<file path="src/rtl/pce_loader_settings.svh">
/*
 * Loader constants: bus widths, host file indices and the
 * Populous signature location and contents
 */
`ifndef PCE_LOADER_SETTINGS_SVH
`define PCE_LOADER_SETTINGS_SVH

// Host bus widths
`define LDR_WORD_W        16
`define LDR_IOCTL_ADDR_W  25

// ROM write port byte address
`define LDR_ROM_ADDR_W    24

// File indices, low six bits for cart and CD
`define LDR_IDX_CART_MAX  6'd1
`define LDR_IDX_CD_DATA   6'd2
`define LDR_IDX_CODE      8'hFF

// Signature rows on ROM address bits 23:4
`define LDR_SIG_ROW_A     20'h00212
`define LDR_SIG_ROW_B     20'h001F2

// Expected words at row offsets 6, 8, 10, 12
`define LDR_SIG_WORD_0    16'h4F50
`define LDR_SIG_WORD_1    16'h5550
`define LDR_SIG_WORD_2    16'h4F4C
`define LDR_SIG_WORD_3    16'h5355

// CD download header byte count
`define LDR_CD_LEN_W      15

`endif

</file>
<file path="src/rtl/pce_loader_pkg.sv">
/*
 * Loader types shared by the host bus, ROM port, cheat and CD paths
 */
`include "pce_loader_settings.svh"

package pce_loader_pkg;

	// Host word bus, 51 bits
	typedef struct packed {
		logic                         download;
		logic [7:0]                   index;
		logic                         wr;
		logic [`LDR_IOCTL_ADDR_W-1:0] addr;
		logic [`LDR_WORD_W-1:0]       dout;
	} ioctl_bus_t;

	// ROM write port, req is a toggle
	typedef struct packed {
		logic                       req;
		logic [`LDR_ROM_ADDR_W-1:0] addr;
		logic [`LDR_WORD_W-1:0]     data;
	} rom_wr_t;

	typedef struct packed {
		logic [1:0]  populous;
		logic        sgx;
		logic [11:0] size_4k;
	} rom_info_t;

	typedef struct packed {
		logic [31:0] flags;
		logic [31:0] addr;
		logic [31:0] compare;
		logic [31:0] replace;
	} cheat_code_t;

	// First CD word is a header, the rest carry two bytes
	typedef union packed {
		struct packed {
			logic                     dm;
			logic [`LDR_CD_LEN_W-1:0] len;
		} hdr;
		struct packed {
			logic [7:0] hi;
			logic [7:0] lo;
		} dat;
	} cd_word_u;

	typedef struct packed {
		logic [7:0] data;
		logic       dm;
	} cd_byte_t;

endpackage

</file>
<file path="src/rtl/cd_data_unpacker.sv">
/*
 * CD data unpacker, reads the download header then emits bytes
 * low first with one write strobe each
 */
`timescale 1ns/10ps
`include "pce_loader_settings.svh"

module cd_data_unpacker (
	input  logic                       clk_sys,
	input  logic                       reset,
	input  pce_loader_pkg::ioctl_bus_t ioctl,
	output pce_loader_pkg::cd_byte_t   cd_byte,
	output logic                       cd_wr
);

	typedef enum logic [1:0] {
		S_IDLE,
		S_ARM,
		S_STROBE
	} state_t;

	pce_loader_pkg::cd_word_u word;
	state_t                   state;
	logic                     cd_download;
	logic                     cd_download_d;
	logic                     load_start;
	logic                     data_wr;
	logic                     hdr_wr;
	logic                     dat_wr;
	logic                     head_pos;
	logic                     byte_sel;
	logic                     dm;
	logic [`LDR_CD_LEN_W-1:0] len;
	logic [`LDR_CD_LEN_W-1:0] cnt;
	logic [`LDR_CD_LEN_W-1:0] cnt_next;
	logic [7:0]               lo_byte;
	logic [7:0]               hi_byte;

	assign word        = ioctl.dout;
	assign cd_download = ioctl.download && (ioctl.index[5:0] == `LDR_IDX_CD_DATA);
	assign load_start  = cd_download && !cd_download_d;
	assign data_wr     = cd_download && ioctl.wr && !load_start;
	assign hdr_wr      = data_wr && !head_pos;
	assign dat_wr      = data_wr && head_pos && (cnt < len);
	assign cnt_next    = cnt + `LDR_CD_LEN_W'(1);

	always_ff @(posedge clk_sys) begin
		if (reset) begin
			cd_download_d <= 1'b0;
			head_pos      <= 1'b0;
			len           <= '0;
			cnt           <= '0;
			byte_sel      <= 1'b0;
			state         <= S_IDLE;
		end else begin
			cd_download_d <= cd_download;
			if (load_start) begin
				head_pos <= 1'b0;
				len      <= '0;
				cnt      <= '0;
				state    <= S_IDLE;
			end else begin
				if (hdr_wr) begin
					head_pos <= 1'b1;
					len      <= word.hdr.len;
					cnt      <= '0;
				end else if (dat_wr) begin
					byte_sel <= 1'b0;
					state    <= S_ARM;
				end
				case (state)
					S_ARM: state <= S_STROBE;
					S_STROBE: begin
						cnt      <= cnt_next;
						byte_sel <= ~byte_sel;
						// Odd length ends on a low byte
						state <= (byte_sel || (cnt_next == len)) ? S_IDLE : S_ARM;
					end
					default: ;
				endcase
			end
		end
	end

	always_ff @(posedge clk_sys) begin
		if (hdr_wr) begin
			dm <= word.hdr.dm;
		end
		if (dat_wr) begin
			lo_byte <= word.dat.lo;
			hi_byte <= word.dat.hi;
		end
	end

	assign cd_wr   = (state == S_STROBE);
	assign cd_byte = '{data: (byte_sel ? hi_byte : lo_byte), dm: dm};

endmodule

</file>
<file path="src/rtl/cheat_code_assembler.sv">
/*
 * Cheat code assembler, eight host words form one record
 */
`timescale 1ns/10ps
`include "pce_loader_settings.svh"

module cheat_code_assembler (
	input  logic                        clk_sys,
	input  logic                        reset,
	input  pce_loader_pkg::ioctl_bus_t  ioctl,
	output pce_loader_pkg::cheat_code_t cheat_code,
	output logic                        cheat_valid,
	output logic                        cheat_clear
);

	logic code_download;
	logic cart_download;
	logic code_wr;
	logic clear_hit;

	assign code_download = ioctl.download && (ioctl.index == `LDR_IDX_CODE);
	assign cart_download = ioctl.download && (ioctl.index[5:0] <= `LDR_IDX_CART_MAX);
	assign code_wr       = code_download && ioctl.wr;

	// New cartridge or new code list starts at host address 0
	assign clear_hit = (cart_download || code_download) && ioctl.wr && (ioctl.addr == '0);

	always_ff @(posedge clk_sys) begin
		if (reset) begin
			cheat_valid <= 1'b0;
			cheat_clear <= 1'b0;
		end else begin
			cheat_valid <= code_wr && (ioctl.addr[3:0] == 4'd14);
			cheat_clear <= clear_hit;
		end
	end

	// Bottom word at the even offset, top word at the next
	always_ff @(posedge clk_sys) begin
		if (code_wr) begin
			case (ioctl.addr[3:0])
				4'd0:  cheat_code.flags[15:0]    <= ioctl.dout;
				4'd2:  cheat_code.flags[31:16]   <= ioctl.dout;
				4'd4:  cheat_code.addr[15:0]     <= ioctl.dout;
				4'd6:  cheat_code.addr[31:16]    <= ioctl.dout;
				4'd8:  cheat_code.compare[15:0]  <= ioctl.dout;
				4'd10: cheat_code.compare[31:16] <= ioctl.dout;
				4'd12: cheat_code.replace[15:0]  <= ioctl.dout;
				4'd14: cheat_code.replace[31:16] <= ioctl.dout;
				default: ;
			endcase
		end
	end

endmodule

</file>
<file path="src/rtl/pce_loader.sv">
/*
 * Loader top: routes the host word bus to the ROM writer,
 * the cheat assembler and the CD data unpacker
 */
`timescale 1ns/10ps

module pce_loader (
	input  logic                        clk_sys,
	input  logic                        reset,
	input  pce_loader_pkg::ioctl_bus_t  ioctl,
	input  logic                        rom_swap,
	input  logic                        rom_wr_ack,
	output logic                        ioctl_wait,
	output pce_loader_pkg::rom_wr_t     rom_wr,
	output pce_loader_pkg::rom_info_t   rom_info,
	output pce_loader_pkg::cheat_code_t cheat_code,
	output logic                        cheat_valid,
	output logic                        cheat_clear,
	output pce_loader_pkg::cd_byte_t    cd_byte,
	output logic                        cd_wr
);

	////////////////////////////////////////
	// Cartridge images
	////////////////////////////////////////

	rom_writer u_rom_writer (
		.clk_sys    (clk_sys),
		.reset      (reset),
		.ioctl      (ioctl),
		.rom_swap   (rom_swap),
		.rom_wr_ack (rom_wr_ack),
		.ioctl_wait (ioctl_wait),
		.rom_wr     (rom_wr),
		.rom_info   (rom_info)
	);

	////////////////////////////////////////
	// Cheat codes
	////////////////////////////////////////

	cheat_code_assembler u_cheat_code_assembler (
		.clk_sys     (clk_sys),
		.reset       (reset),
		.ioctl       (ioctl),
		.cheat_code  (cheat_code),
		.cheat_valid (cheat_valid),
		.cheat_clear (cheat_clear)
	);

	////////////////////////////////////////
	// CD data sectors
	////////////////////////////////////////

	// No back-pressure, host spaces its words
	cd_data_unpacker u_cd_data_unpacker (
		.clk_sys (clk_sys),
		.reset   (reset),
		.ioctl   (ioctl),
		.cd_byte (cd_byte),
		.cd_wr   (cd_wr)
	);

endmodule

</file>
<file path="src/rtl/populous_detect.sv">
/*
 * Populous signature check on both ROM banks during a cartridge load
 */
`timescale 1ns/10ps
`include "pce_loader_settings.svh"

module populous_detect (
	input  logic                       clk_sys,
	input  logic                       reset,
	input  logic                       load_start,
	input  logic                       word_ok,
	input  logic [`LDR_ROM_ADDR_W-1:0] rom_addr,
	input  logic [`LDR_WORD_W-1:0]     rom_data,
	output logic [1:0]                 populous
);

	logic                   sig_row;
	logic                   sig_slot;
	logic [`LDR_WORD_W-1:0] sig_word;
	logic                   bank;

	assign sig_row = (rom_addr[`LDR_ROM_ADDR_W-1:4] == `LDR_SIG_ROW_A) ||
		(rom_addr[`LDR_ROM_ADDR_W-1:4] == `LDR_SIG_ROW_B);

	// Bank select follows address bit 13
	assign bank = rom_addr[13];

	always_comb begin
		sig_slot = 1'b1;
		sig_word = `LDR_SIG_WORD_0;
		case (rom_addr[3:0])
			4'd6:    sig_word = `LDR_SIG_WORD_0;
			4'd8:    sig_word = `LDR_SIG_WORD_1;
			4'd10:   sig_word = `LDR_SIG_WORD_2;
			4'd12:   sig_word = `LDR_SIG_WORD_3;
			default: sig_slot = 1'b0;
		endcase
	end

	always_ff @(posedge clk_sys) begin
		if (reset) begin
			populous <= 2'b00;
		end else if (load_start) begin
			populous <= 2'b11;
		end else if (word_ok && sig_row && sig_slot && (rom_data != sig_word)) begin
			// One bad word rules the bank out
			populous[bank] <= 1'b0;
		end
	end

endmodule

</file>
<file path="src/rtl/rom_writer.sv">
/*
 * Cartridge ROM writer: address counter, optional bit swap,
 * toggle write handshake with host wait, SuperGrafx latch
 */
`timescale 1ns/10ps
`include "pce_loader_settings.svh"

module rom_writer (
	input  logic                       clk_sys,
	input  logic                       reset,
	input  pce_loader_pkg::ioctl_bus_t ioctl,
	input  logic                       rom_swap,
	input  logic                       rom_wr_ack,
	output logic                       ioctl_wait,
	output pce_loader_pkg::rom_wr_t    rom_wr,
	output pce_loader_pkg::rom_info_t  rom_info
);

	logic                       cart_download;
	logic                       cart_download_d;
	logic                       load_start;
	logic                       word_ok;
	logic [`LDR_WORD_W-1:0]     swapped;
	logic [`LDR_WORD_W-1:0]     wr_data;
	logic [`LDR_WORD_W-1:0]     data_q;
	logic [`LDR_ROM_ADDR_W-1:0] wr_addr;
	logic                       wr_req;
	logic                       sgx;
	logic [1:0]                 populous;

	////////////////////////////////////////
	// Load decode
	////////////////////////////////////////

	assign cart_download = ioctl.download && (ioctl.index[5:0] <= `LDR_IDX_CART_MAX);
	assign load_start    = cart_download && !cart_download_d;
	assign word_ok       = cart_download && ioctl.wr && !load_start;

	// Reverse the bit order inside each byte
	always_comb begin
		for (int i = 0; i < 8; i++) begin
			swapped[i]     = ioctl.dout[7 - i];
			swapped[8 + i] = ioctl.dout[15 - i];
		end
	end

	assign wr_data = rom_swap ? swapped : ioctl.dout;

	////////////////////////////////////////
	// Toggle handshake and address
	////////////////////////////////////////

	always_ff @(posedge clk_sys) begin
		if (reset) begin
			cart_download_d <= 1'b0;
			ioctl_wait      <= 1'b0;
			wr_req          <= 1'b0;
			wr_addr         <= '0;
			sgx             <= 1'b0;
		end else begin
			cart_download_d <= cart_download;
			if (load_start) begin
				wr_addr <= '0;
				sgx     <= ioctl.index[0];
			end else if (word_ok) begin
				ioctl_wait <= 1'b1;
				wr_req     <= ~wr_req;
			end else if (ioctl_wait && (rom_wr_ack == wr_req)) begin
				// Memory has taken the word
				ioctl_wait <= 1'b0;
				wr_addr    <= wr_addr + `LDR_ROM_ADDR_W'(2);
			end
		end
	end

	always_ff @(posedge clk_sys) begin
		if (word_ok) begin
			data_q <= wr_data;
		end
	end

	populous_detect u_populous_detect (
		.clk_sys    (clk_sys),
		.reset      (reset),
		.load_start (load_start),
		.word_ok    (word_ok),
		.rom_addr   (wr_addr),
		.rom_data   (wr_data),
		.populous   (populous)
	);

	assign rom_wr   = '{req: wr_req, addr: wr_addr, data: data_q};
	assign rom_info = '{populous: populous, sgx: sgx, size_4k: wr_addr[23:12]};

endmodule

</file>
<file path="config.mk">
export PLATFORM = sky130hd
export DESIGN_NAME = pce_loader
export DESIGN_NICKNAME = d
export VERILOG_FILES = /design/src/rtl/pce_loader_pkg.sv /design/src/rtl/cd_data_unpacker.sv /design/src/rtl/cheat_code_assembler.sv /design/src/rtl/pce_loader.sv /design/src/rtl/populous_detect.sv /design/src/rtl/rom_writer.sv
export VERILOG_INCLUDE_DIRS = /design/src /design/src/rtl
export SDC_FILE = /design/constraint.sdc
export NUM_CORES = 1
export LEC_CHECK = 0
export ABC_AREA = 1
export ABC_CLOCK_PERIOD_IN_PS = 2100
export BUFFER_PORTS_ARGS = -buffer_cell sky130_fd_sc_hd__buf_4
export CAP_MARGIN = 20
export CORE_ASPECT_RATIO = 1.2
export CORE_MARGIN = 4
export CORE_UTILIZATION = 48
export DETAILED_ROUTE_END_ITERATION = 7
export GPL_ROUTABILITY_DRIVEN = 1
export PLACE_DENSITY = 0.78
export REMOVE_ABC_BUFFERS = 1
export SLEW_MARGIN = 20
export SYNTH_ARGS = -nofsm -noshare
export SYNTH_HDL_FRONTEND = slang
export SYNTH_HIERARCHICAL = 1
export SYNTH_SLANG_ARGS = --single-unit
</file>
<file path="constraint.sdc">
create_clock -name clk_sys -period 2.1 [get_ports clk_sys]
set_clock_uncertainty 0.1 [all_clocks]
set_input_delay 0.105 -clock clk_sys [delete_from_list [all_inputs] [get_ports clk_sys]]
set_output_delay 0.105 -clock clk_sys [all_outputs]
set_load 0.03 [all_outputs]
</file>
==> results.yml, run 1 <==
outcome:
  status: "finished, violations left"
  violations: "negative hold slack"
routing:
  drtAntennaViolNets: 0
  met2_length_um: 14340
  wl_per_cell_um: 18.06
  wl_met3_um: 2553
  drt_first_pass_iters: 5
  finalWirelength_um: 28820
  initialDrtViolationCount: 652
  drc_errors: 0
  met1Wirelength_um: 11050
  vias_per_cell: 5.193
  top_layer: "met4"
  num_vias: 8288
clock_tree:
  clkTransAtPathRegs_ps: 60
  clk_latency_ps: 510
  clk_path_buf_depth: 3
  numCtsBuffers: 22
  cts_tree: "built"
  cts.sinks: 227
  cts-root-buf: "clkbuf_16"
  cts_max_level: 1
setup_path:
  arrival_ps: 2330
  crit_family: "buffers and inverters"
  crit_required_ps: 2440
  cp_max_fo: 3
  start_kind: "primary input"
  path_cells: "dlygate4sd3_1 > buf_4 > nor2_2 > nand3_1 > dlygate4sd3_1 > nor3_2 > dlygate4sd3_1"
  worst-path-buf-inv: 4
  worstRegToRegCells: 12
  timing.rr.end: "u_cd_data_unpacker/state[0]"
  cp-end-kind: "register"
  reg2reg_from: "u_cd_data_unpacker/cnt[0]"
  path_class: "primary input to register"
  critPathSlowestCell: "dlygate4sd3_1"
  reg2reg_slack_ps: 110
  cpMostUsedCell: "dlygate4sd3_1"
  slowest_delay_ps: 610
yosys:
  synth.distinct_cells: 42
  synth_top_area_share_pct: 48.67
  synth.avg_cell_area_um2: 10.03
  yosys.area.top_type: "edfxtp_1"
  ys_ff_latch: 227
  synthTopCellsByArea: "edfxtp_1 (49%), dfxtp_1 (13%), nand2_1 (8.4%), nor2_1 (4.2%), inv_1 (4.0%)"
  synth_edf_count: 161
  yosys_warnings: 6
  syn-cell-area_um2: 9933
  synthArstFlopShare_pct: 0
  synth_seq_area_share_pct: 61.97
  synthesis.instances: 990
  synth_top_flop_cell: "edfxtp_1"
final_layout:
  layout-drive-gt1-share_pct: 29.75
  layout_commonest_cell: "buf_4"
  syn2layout_area_growth_pct: 35.32
  nNetsFinal: 1388
  layout_common_cells: "buf_4 (276), nand2_1 (223), edfxtp_1 (161), nor2_1 (105), inv_1 (104)"
  final_core_util_pct: 66.13
  n_antenna_cell: 0
power:
  powerDensity_nw_per_um2: 668.3
  irDropWorstVdd_uv: 642.6
  p_total_mw: 8.983
  p_leak_nw: 5.469
timing:
  finalWorstSetupSlack_ps: 115.0
  setup_violations: 0
  hold_viol: 1
  period_needed_ps: 1985
  report.final.slew_viol_count: 0
  hold_ws_ps: -17.40
  rsz0062_at_grt: "true"
  worst_slew_pin_slew_ps: 576.4
  relSlewSlack_pct: 61.53
  max_freq_mhz: 503.8
  finalCritPeriodShare_pct: 94.53
worst_hold_path:
  min_path_type: "primary input to register"
  worstHoldEndpoint: "u_cheat_code_assembler/cheat_clear"
  hold_path_startpoint: "ioctl[28]"
  whs_path_depth: 8
floorplan:
  coreArea_um2: 20330
  ios: 252
  dieArea_um2: 23070
  row_count: 57
  fp.dieH_um: 165.6
  dieWidth_um: 139.3
  start_util_pct: 48.87
job:
  maxCapViolations: 0
global_routing:
  grt_first_pass_wirelength_um: 44080
  overflow: 0
  grt_use_total_pct: 24.36
  first_global_vias: 8142
  antenna_found_initial: 0
  grt_max_degree: 33
placed_design:
  dpl_worst_slack_ps: 98.76
  gp_congestion: 0.9082
  portBuffers: 250
  hpwl_um: 19270
[cell usage after synthesis, types with 5 or more instances]
| cell type | n |
|---|---|
| nand2_1 | 223 |
| edfxtp_1 | 161 |
| nor2_1 | 111 |
| inv_1 | 105 |
| dfxtp_1 | 66 |
| a21oi_1 | 65 |
| nand3_1 | 65 |
| o21ai_0 | 35 |
| buf_4 | 18 |
| ha_1 | 17 |
| nand4_1 | 16 |
| nor2_2 | 11 |
| nor2_4 | 11 |
| clkbuf_1 | 8 |
| inv_2 | 8 |
| mux2_2 | 8 |
| nor3_1 | 8 |
| nand2_2 | 7 |
| nand3_2 | 5 |
[layer usage]
layer / global-route usage (%) / vias up
met5: 0 / -
met2: 43.93 / 435
met4: 8.185 / 0
met3: 4.666 / 55
met1: 29.45 / 3865
li1: - / 3933
[area by class of cell]
type                       count  area (um2)
multi-input combinational    619        3193
tap                          265       331.6
inverter                     115       431.7
sequential                   227        6162
fill                        1533        6884
timing repair buffer         331        2636
clock buffer                  25       561.8
clock inverter                14       125.1
[registers in the layout, summed over array words and instances, names as in the netlist, 2 cells and up]
name	flops
u_cd_data_unpacker/len	15
u_rom_writer/u_populous_detect/populous	2
u_cheat_code_assembler/cheat_code	128
u_cd_data_unpacker/cnt	15
u_cd_data_unpacker/state	2
u_rom_writer/wr_addr	23
u_cd_data_unpacker/lo_byte	8
u_rom_writer/data_q	16
u_cd_data_unpacker/hi_byte	8
[report_power, final]
part | leakage, nW | switching, mW | internal, mW
Sequential | 1.98 | 0.000572 | 4.79
Clock | 0.325 | 1.71 | 2.08
Combinational | 3.16 | 0.232 | 0.175
Total | 5.47 | 1.94 | 7.04
[worst min-delay path, stage by stage]
cell and delay [ps]:
buf_4 80, inv_1 30, nand2_1 60, nor2_1 50
nand2_1 80, nor2_1 40, nand2_1 50, nor2_1 40
[through the flow]
step / area (um2) / instances / hold slack, ps / TNS [ps]
after floorplan: 9738 / 961 / 74.07 / -514.1
after global placement: 12190 / 1503 / 290.7 / 0
after detailed placement: 12190 / 1503 / 293.5 / 0
after CTS: 13410 / 1595 / 100.5 / 0
after global routing: 13440 / 1596 / 46.10 / -6.218
final: 13440 / 1596 / -17.40 / 0
[kinds of logic after synthesis]
kind of cell,Yosys count,share of synthesized area (%)
compound gates,108,5.630
xor+xnor,7,0.6172
fa+ha+maj,17,2.141
buf+inv,146,6.386
flops,227,61.97
mux,8,0.9070
other cells,1,0.03775
simple gates,476,22.31
[worst max-delay path by stage]
| stage | start | endpoint | slack, ps | cells past startpoint |
|---|---|---|---|---|
| after floorplan | ioctl[48] | u_cheat_code_assembler/cheat_code[64] | -8 | 4 |
| after global placement | u_cd_data_unpacker/len[2] | u_cd_data_unpacker/lo_byte[5] | 130 | 10 |
| after detailed placement | u_cd_data_unpacker/len[2] | u_cd_data_unpacker/hi_byte[5] | 100 | 10 |
| after CTS | reset | u_cheat_code_assembler/cheat_clear | 20 | 9 |
| after global routing | u_cd_data_unpacker/cnt[3] | u_cd_data_unpacker/state[0] | -6 | 11 |
| final | ioctl[16] | u_cheat_code_assembler/cheat_valid | 110 | 7 |
[repair_timing]
action | CTS | global route
setup endpoints to repair | 0 | 38
resized for setup | 0 | 14
setup buffers | 0 | 3
hold buffers | 53 | 2
hold endpoints to repair | 182 | 1
Power figures use the tool's default switching activity.
==> inputs of run 2 (changes only) <==
ABC_CLOCK_PERIOD_IN_PS = 1700   (was 2100)
clock period = 1.7 ns   (was 2.1 ns; I/O delays follow)
==> results.yml, run 2 (synthesis gave the netlist of run 1 again) <==
outcome:
  status: "finished, violations left"
  violations: "negative hold slack, negative setup slack"
clock_tree:
  numCtsBuffers: 23
  cts.sinks: 227
  cts_tree: "built"
  clk_latency_ps: 530
  clk_path_buf_depth: 3
  cts_max_level: 1
  clkTransAtPathRegs_ps: 60
  cts-root-buf: "clkbuf_16"
placed_design:
  gp_congestion: 0.9447
  hpwl_um: 20610
  dp.cells: 1552
  portBuffers: 250
  post_dp_cell_area_um2: 12660
power:
  powerDensity_nw_per_um2: 811.0
  irDropWorstVdd_uv: 687.7
  p_leak_nw: 5.979
setup_path:
  arrival_ps: 2230
  cp_max_fo: 7
  cp-end-kind: "register"
  start_kind: "register"
  path_class: "register to register"
  crit_required_ps: 2020
final_layout:
  design_area_um2: 14630
  layout_common_cells: "buf_4 (313), nand2_1 (214), edfxtp_1 (161), nor2_1 (99), inv_1 (99)"
  nNetsFinal: 1458
  stdcell_count: 1667
  n_antenna_cell: 0
  layout-drive-gt1-share_pct: 37.16
  layout_commonest_cell: "buf_4"
  syn2layout_area_growth_pct: 47.24
  largest_register_ff_count: 128
floorplan:
  ios: 252
  row_count: 57
  coreArea_um2: 20330
  fp.dieH_um: 165.6
  dieArea_um2: 23070
  start_util_pct: 48.87
  dieWidth_um: 139.3
global_routing:
  grt_max_degree: 33
  antenna_found_initial: 0
  grt_first_pass_wirelength_um: 47920
  first_global_vias: 8627
  overflow: 0
  grt_use_total_pct: 26.67
timing:
  period_needed_ps: 1906
  finalWorstSetupSlack_ps: -206.2
  hold_ws_ps: -5.954
  rsz0062_at_grt: "true"
  setup_violations: 20
  report.final.slew_viol_count: 0
  finalCritPeriodShare_pct: 112.1
  hold_viol: 2
  max_freq_mhz: 524.6
routing:
  wl_per_cell_um: 19.43
  finalWirelength_um: 32400
  drt_first_pass_iters: 5
  vias_per_cell: 5.295
  initialDrtViolationCount: 647
  num_vias: 8827
  drc_errors: 0
  drtAntennaViolNets: 0
worst_hold_path:
  min_path_type: "primary input to register"
job:
  maxCapViolations: 0
## run 2: cell types whose count changed in the layout (fill, tap and decap cells not counted), sizes merged, moves of 2 or more
cell / before / now
buf: 280 / 340
dlygate4sd3: 51 / 57
clkbuf: 25 / 29
bufinv: 1 / 4
clkinvlp: 4 / 2
dlymetal6s4s: 0 / 2
## run 2: report_power, final
part           total, mW  internal [mW]  switching [mW]
sequential          5.91           5.91        0.000925
combinational      0.597          0.265           0.332
clock               5.35           3.14            2.21
total               11.9           9.32            2.54
## run 2: per-layer routing
| layer | wire length, um | GRT usage, % | vias up |
|---|---|---|---|
| li1 | - | - | 4095 |
| met1 | 11660 | 31.25 | 4154 |
| met2 | 16880 | 50.04 | 518 |
| met3 | 2912 | 4.608 | 60 |
| met4 | 947 | 8.096 | 0 |
| met5 | 0 | 0 | - |
## run 2: layout make-up
cell class,count,area [um2]
inverter,115,440.4
timing repair buffer,400,3374
sequential,227,6178
clock buffer,28,594.3
clock inverter,13,195.2
tap,265,331.6
fill,1343,5700
multi-input combinational,619,3511
## run 2: repair_timing
action                                 CTS  global route
pin swaps                               22            32
setup endpoints to repair               38            66
buffers inserted                         7             8
cloned                                   1             1
resized for setup                       51            76
hold buffers                            60             5
endpoints found under the hold margin  204             2
## run 2: path summary, 6_finish.rpt
check	from	endpoint	slack (ps)	depth (start not counted)
worst max-delay path	u_cd_data_unpacker/cnt[1]	u_cd_data_unpacker/state[0]	-210	13
worst min-delay path	ioctl[44]	u_cheat_code_assembler/cheat_clear	-6	7
worst min register to register	u_rom_writer/u_populous_detect/populous[1]	u_rom_writer/u_populous_detect/populous[1]	380	2
worst max register to register	u_cd_data_unpacker/cnt[1]	u_cd_data_unpacker/state[0]	-210	13
## run 2: critical path, stage by stage, from the launching register on
cell	delay, ps
dfxtp_2	340
buf_6	100
buf_4	120
nand2_2	60
nor2_4	250
nand3_4	140
nand2_2	90
nand3_1	60
nand2_1	100
nand3_1	90
nor2_2	130
nand3_1	90
nand2_1	80
a21oi_2	50
## run 2: per-stage QoR
stage | power (mW) | utilization [%] | worst slack, ps | TNS [ps]
finish | 11.86 | 71.95 | -206.2 | -2905
global route | 12.21 | 71.95 | -334.5 | -5058
detailed placement | 6.456 | 62.28 | -252.3 | -6363
floorplan | 6.174 | - | -388.0 | -37030
global placement | 6.445 | 62.28 | -224.1 | -5218
CTS | 11.81 | 70.46 | -214.9 | -4231
==> inputs of run 3 (changes only) <==
PLACE_DENSITY = 0.79   (was 0.78)
==> results.yml, run 3 (synthesis gave the netlist of run 1 again) <==
final_layout:
  fill_cells: 1353
  syn2layout_area_growth_pct: 47.81
  layout-drive-gt1-share_pct: 38.22
  nNetsFinal: 1463
  n_antenna_cell: 0
  layout_commonest_cell: "buf_4"
  largest_register_ff_count: 128
  seqCellArea_um2: 6197
  layout_common_cells: "buf_4 (319), nand2_1 (214), edfxtp_1 (161), nor2_1 (102), inv_1 (93)"
  multi_input_area_um2: 3521
  final_core_util_pct: 72.24
outcome:
  status: "finished, violations left"
  violations: "negative hold slack, negative setup slack"
placed_design:
  hpwl_um: 20040
  gp_congestion: 0.9213
  portBuffers: 250
power:
  irDropWorstVdd_uv: 626.6
  p_leak_nw: 5.976
  powerDensity_nw_per_um2: 784.4
worst_hold_path:
  hold_path_startpoint: "ioctl[17]"
  min_path_type: "primary input to register"
floorplan:
  fp.dieH_um: 165.6
  dieWidth_um: 139.3
  start_util_pct: 48.87
  coreArea_um2: 20330
  dieArea_um2: 23070
  row_count: 57
  ios: 252
timing:
  finalWorstSetupSlack_ps: -139.0
  hold_ws_ps: -32.38
  worst_slew_pin_slew_ps: 532.6
  hold_viol: 1
  period_needed_ps: 1839
  rsz0062_at_grt: "true"
  finalCritPeriodShare_pct: 108.2
  setup_violations: 22
  report.final.slew_viol_count: 0
  relSlewSlack_pct: 64.12
  max_freq_mhz: 543.8
global_routing:
  grt_use_total_pct: 25.15
  first_global_vias: 8651
  grt_first_pass_wirelength_um: 45830
  antenna_found_initial: 0
  overflow: 0
  grt_max_degree: 33
clock_tree:
  clk_latency_ps: 500
  cts.sinks: 227
  cts-root-buf: "clkbuf_16"
  cts_max_level: 1
  clkTransAtPathRegs_ps: 70
  clk_path_buf_depth: 3
  cts_tree: "built"
  numCtsBuffers: 23
routing:
  top_layer: "met4"
  drc_errors: 0
  wl_met3_um: 2714
  wl_per_cell_um: 18.35
  met1Wirelength_um: 11370
  initialDrtViolationCount: 623
  num_vias: 8692
  drt_first_pass_iters: 5
  finalWirelength_um: 30650
  vias_per_cell: 5.205
  met2_length_um: 15860
  drtAntennaViolNets: 0
setup_path:
  arrival_ps: 1960
  reg2reg_from: "u_cd_data_unpacker/len[2]"
  cp_max_fo: 8
  crit_required_ps: 1820
  cp-end-kind: "register"
  worstSetupStartpoint: "u_cd_data_unpacker/len[2]"
  start_kind: "register"
  path_class: "register to register"
job:
  maxCapViolations: 0
-- run 3: cell count changes in the layout (fill, tap and decap cells not counted), moves of 4 or more --
cell / delta
inv_1: -6
inv_2: +5
buf_4: +6
dfxtp_1: -7
dfxtp_4: +4
-- run 3: repair_timing --
item,in CTS,in global routing
resized for setup,69,76
cloned,1,1
buffers inserted,4,14
pin swaps,24,20
hold endpoints to repair,192,0
hold buffers,59,0
endpoints found under the setup margin,38,53
-- run 3: path summary, 6_finish.rpt --
path | end | slack, ps | cells after the start
max | u_cd_data_unpacker/hi_byte[3] | -140 | 10
min | u_cheat_code_assembler/cheat_clear | -30 | 6
max reg2reg | u_cd_data_unpacker/hi_byte[3] | -140 | 10
min reg2reg | u_cd_data_unpacker/cnt[11] | 400 | 2
-- run 3: per-layer routing --
| layer | vias up | track usage, % |
|---|---|---|
| li1 | 4099 | - |
| met1 | 4079 | 29.57 |
| met2 | 454 | 47.71 |
| met3 | 60 | 4.349 |
| met4 | 0 | 6.361 |
| met5 | - | 0 |
-- run 3: layout make-up --
| cell class | count | share of cell area (%) |
|---|---|---|
| clock inverters | 11 | 1.031 |
| multi-input cells | 619 | 23.98 |
| flip-flops and latches | 227 | 42.21 |
| clock buffers | 28 | 4.048 |
| repair buffers | 405 | 23.44 |
| inverters | 115 | 3.034 |
| well taps | 265 | 2.258 |
-- run 3: per-stage QoR --
| step | setup slack (ps) | instance area [um2] | setup TNS [ps] | instances | total power [mW] |
|---|---|---|---|---|---|
| floorplan | -388.0 | 9738 | -37030 | 961 | 6.174 |
| global placement | -139.8 | 12700 | -3320 | 1555 | 6.435 |
| detailed placement | -269.2 | 12700 | -5825 | 1555 | 6.446 |
| CTS | -84.68 | 14330 | -1529 | 1657 | 11.53 |
| global route | -243.1 | 14680 | -3407 | 1670 | 11.88 |
| finish | -139.0 | 14680 | -2519 | 1670 | 11.52 |
-- run 3: report_power, final --
| part | internal [mW] | total [mW] | switching [mW] |
|---|---|---|---|
| combinational | 0.259 | 0.576 | 0.316 |
| clock | 2.96 | 5.03 | 2.07 |
| sequential | 5.91 | 5.91 | 0.000958 |
| total | 9.13 | 11.5 | 2.39 |
-- run 3: worst max-delay path: stages (launching register included) --
cell and delay, ps:
dfxtp_2 340, inv_2 50, ha_4 220, a21oi_2 140, o21ai_2 70, nand4_1 80, nand3_1 80, nand2_1 100
nand3_2 130, inv_4 120, buf_12 130
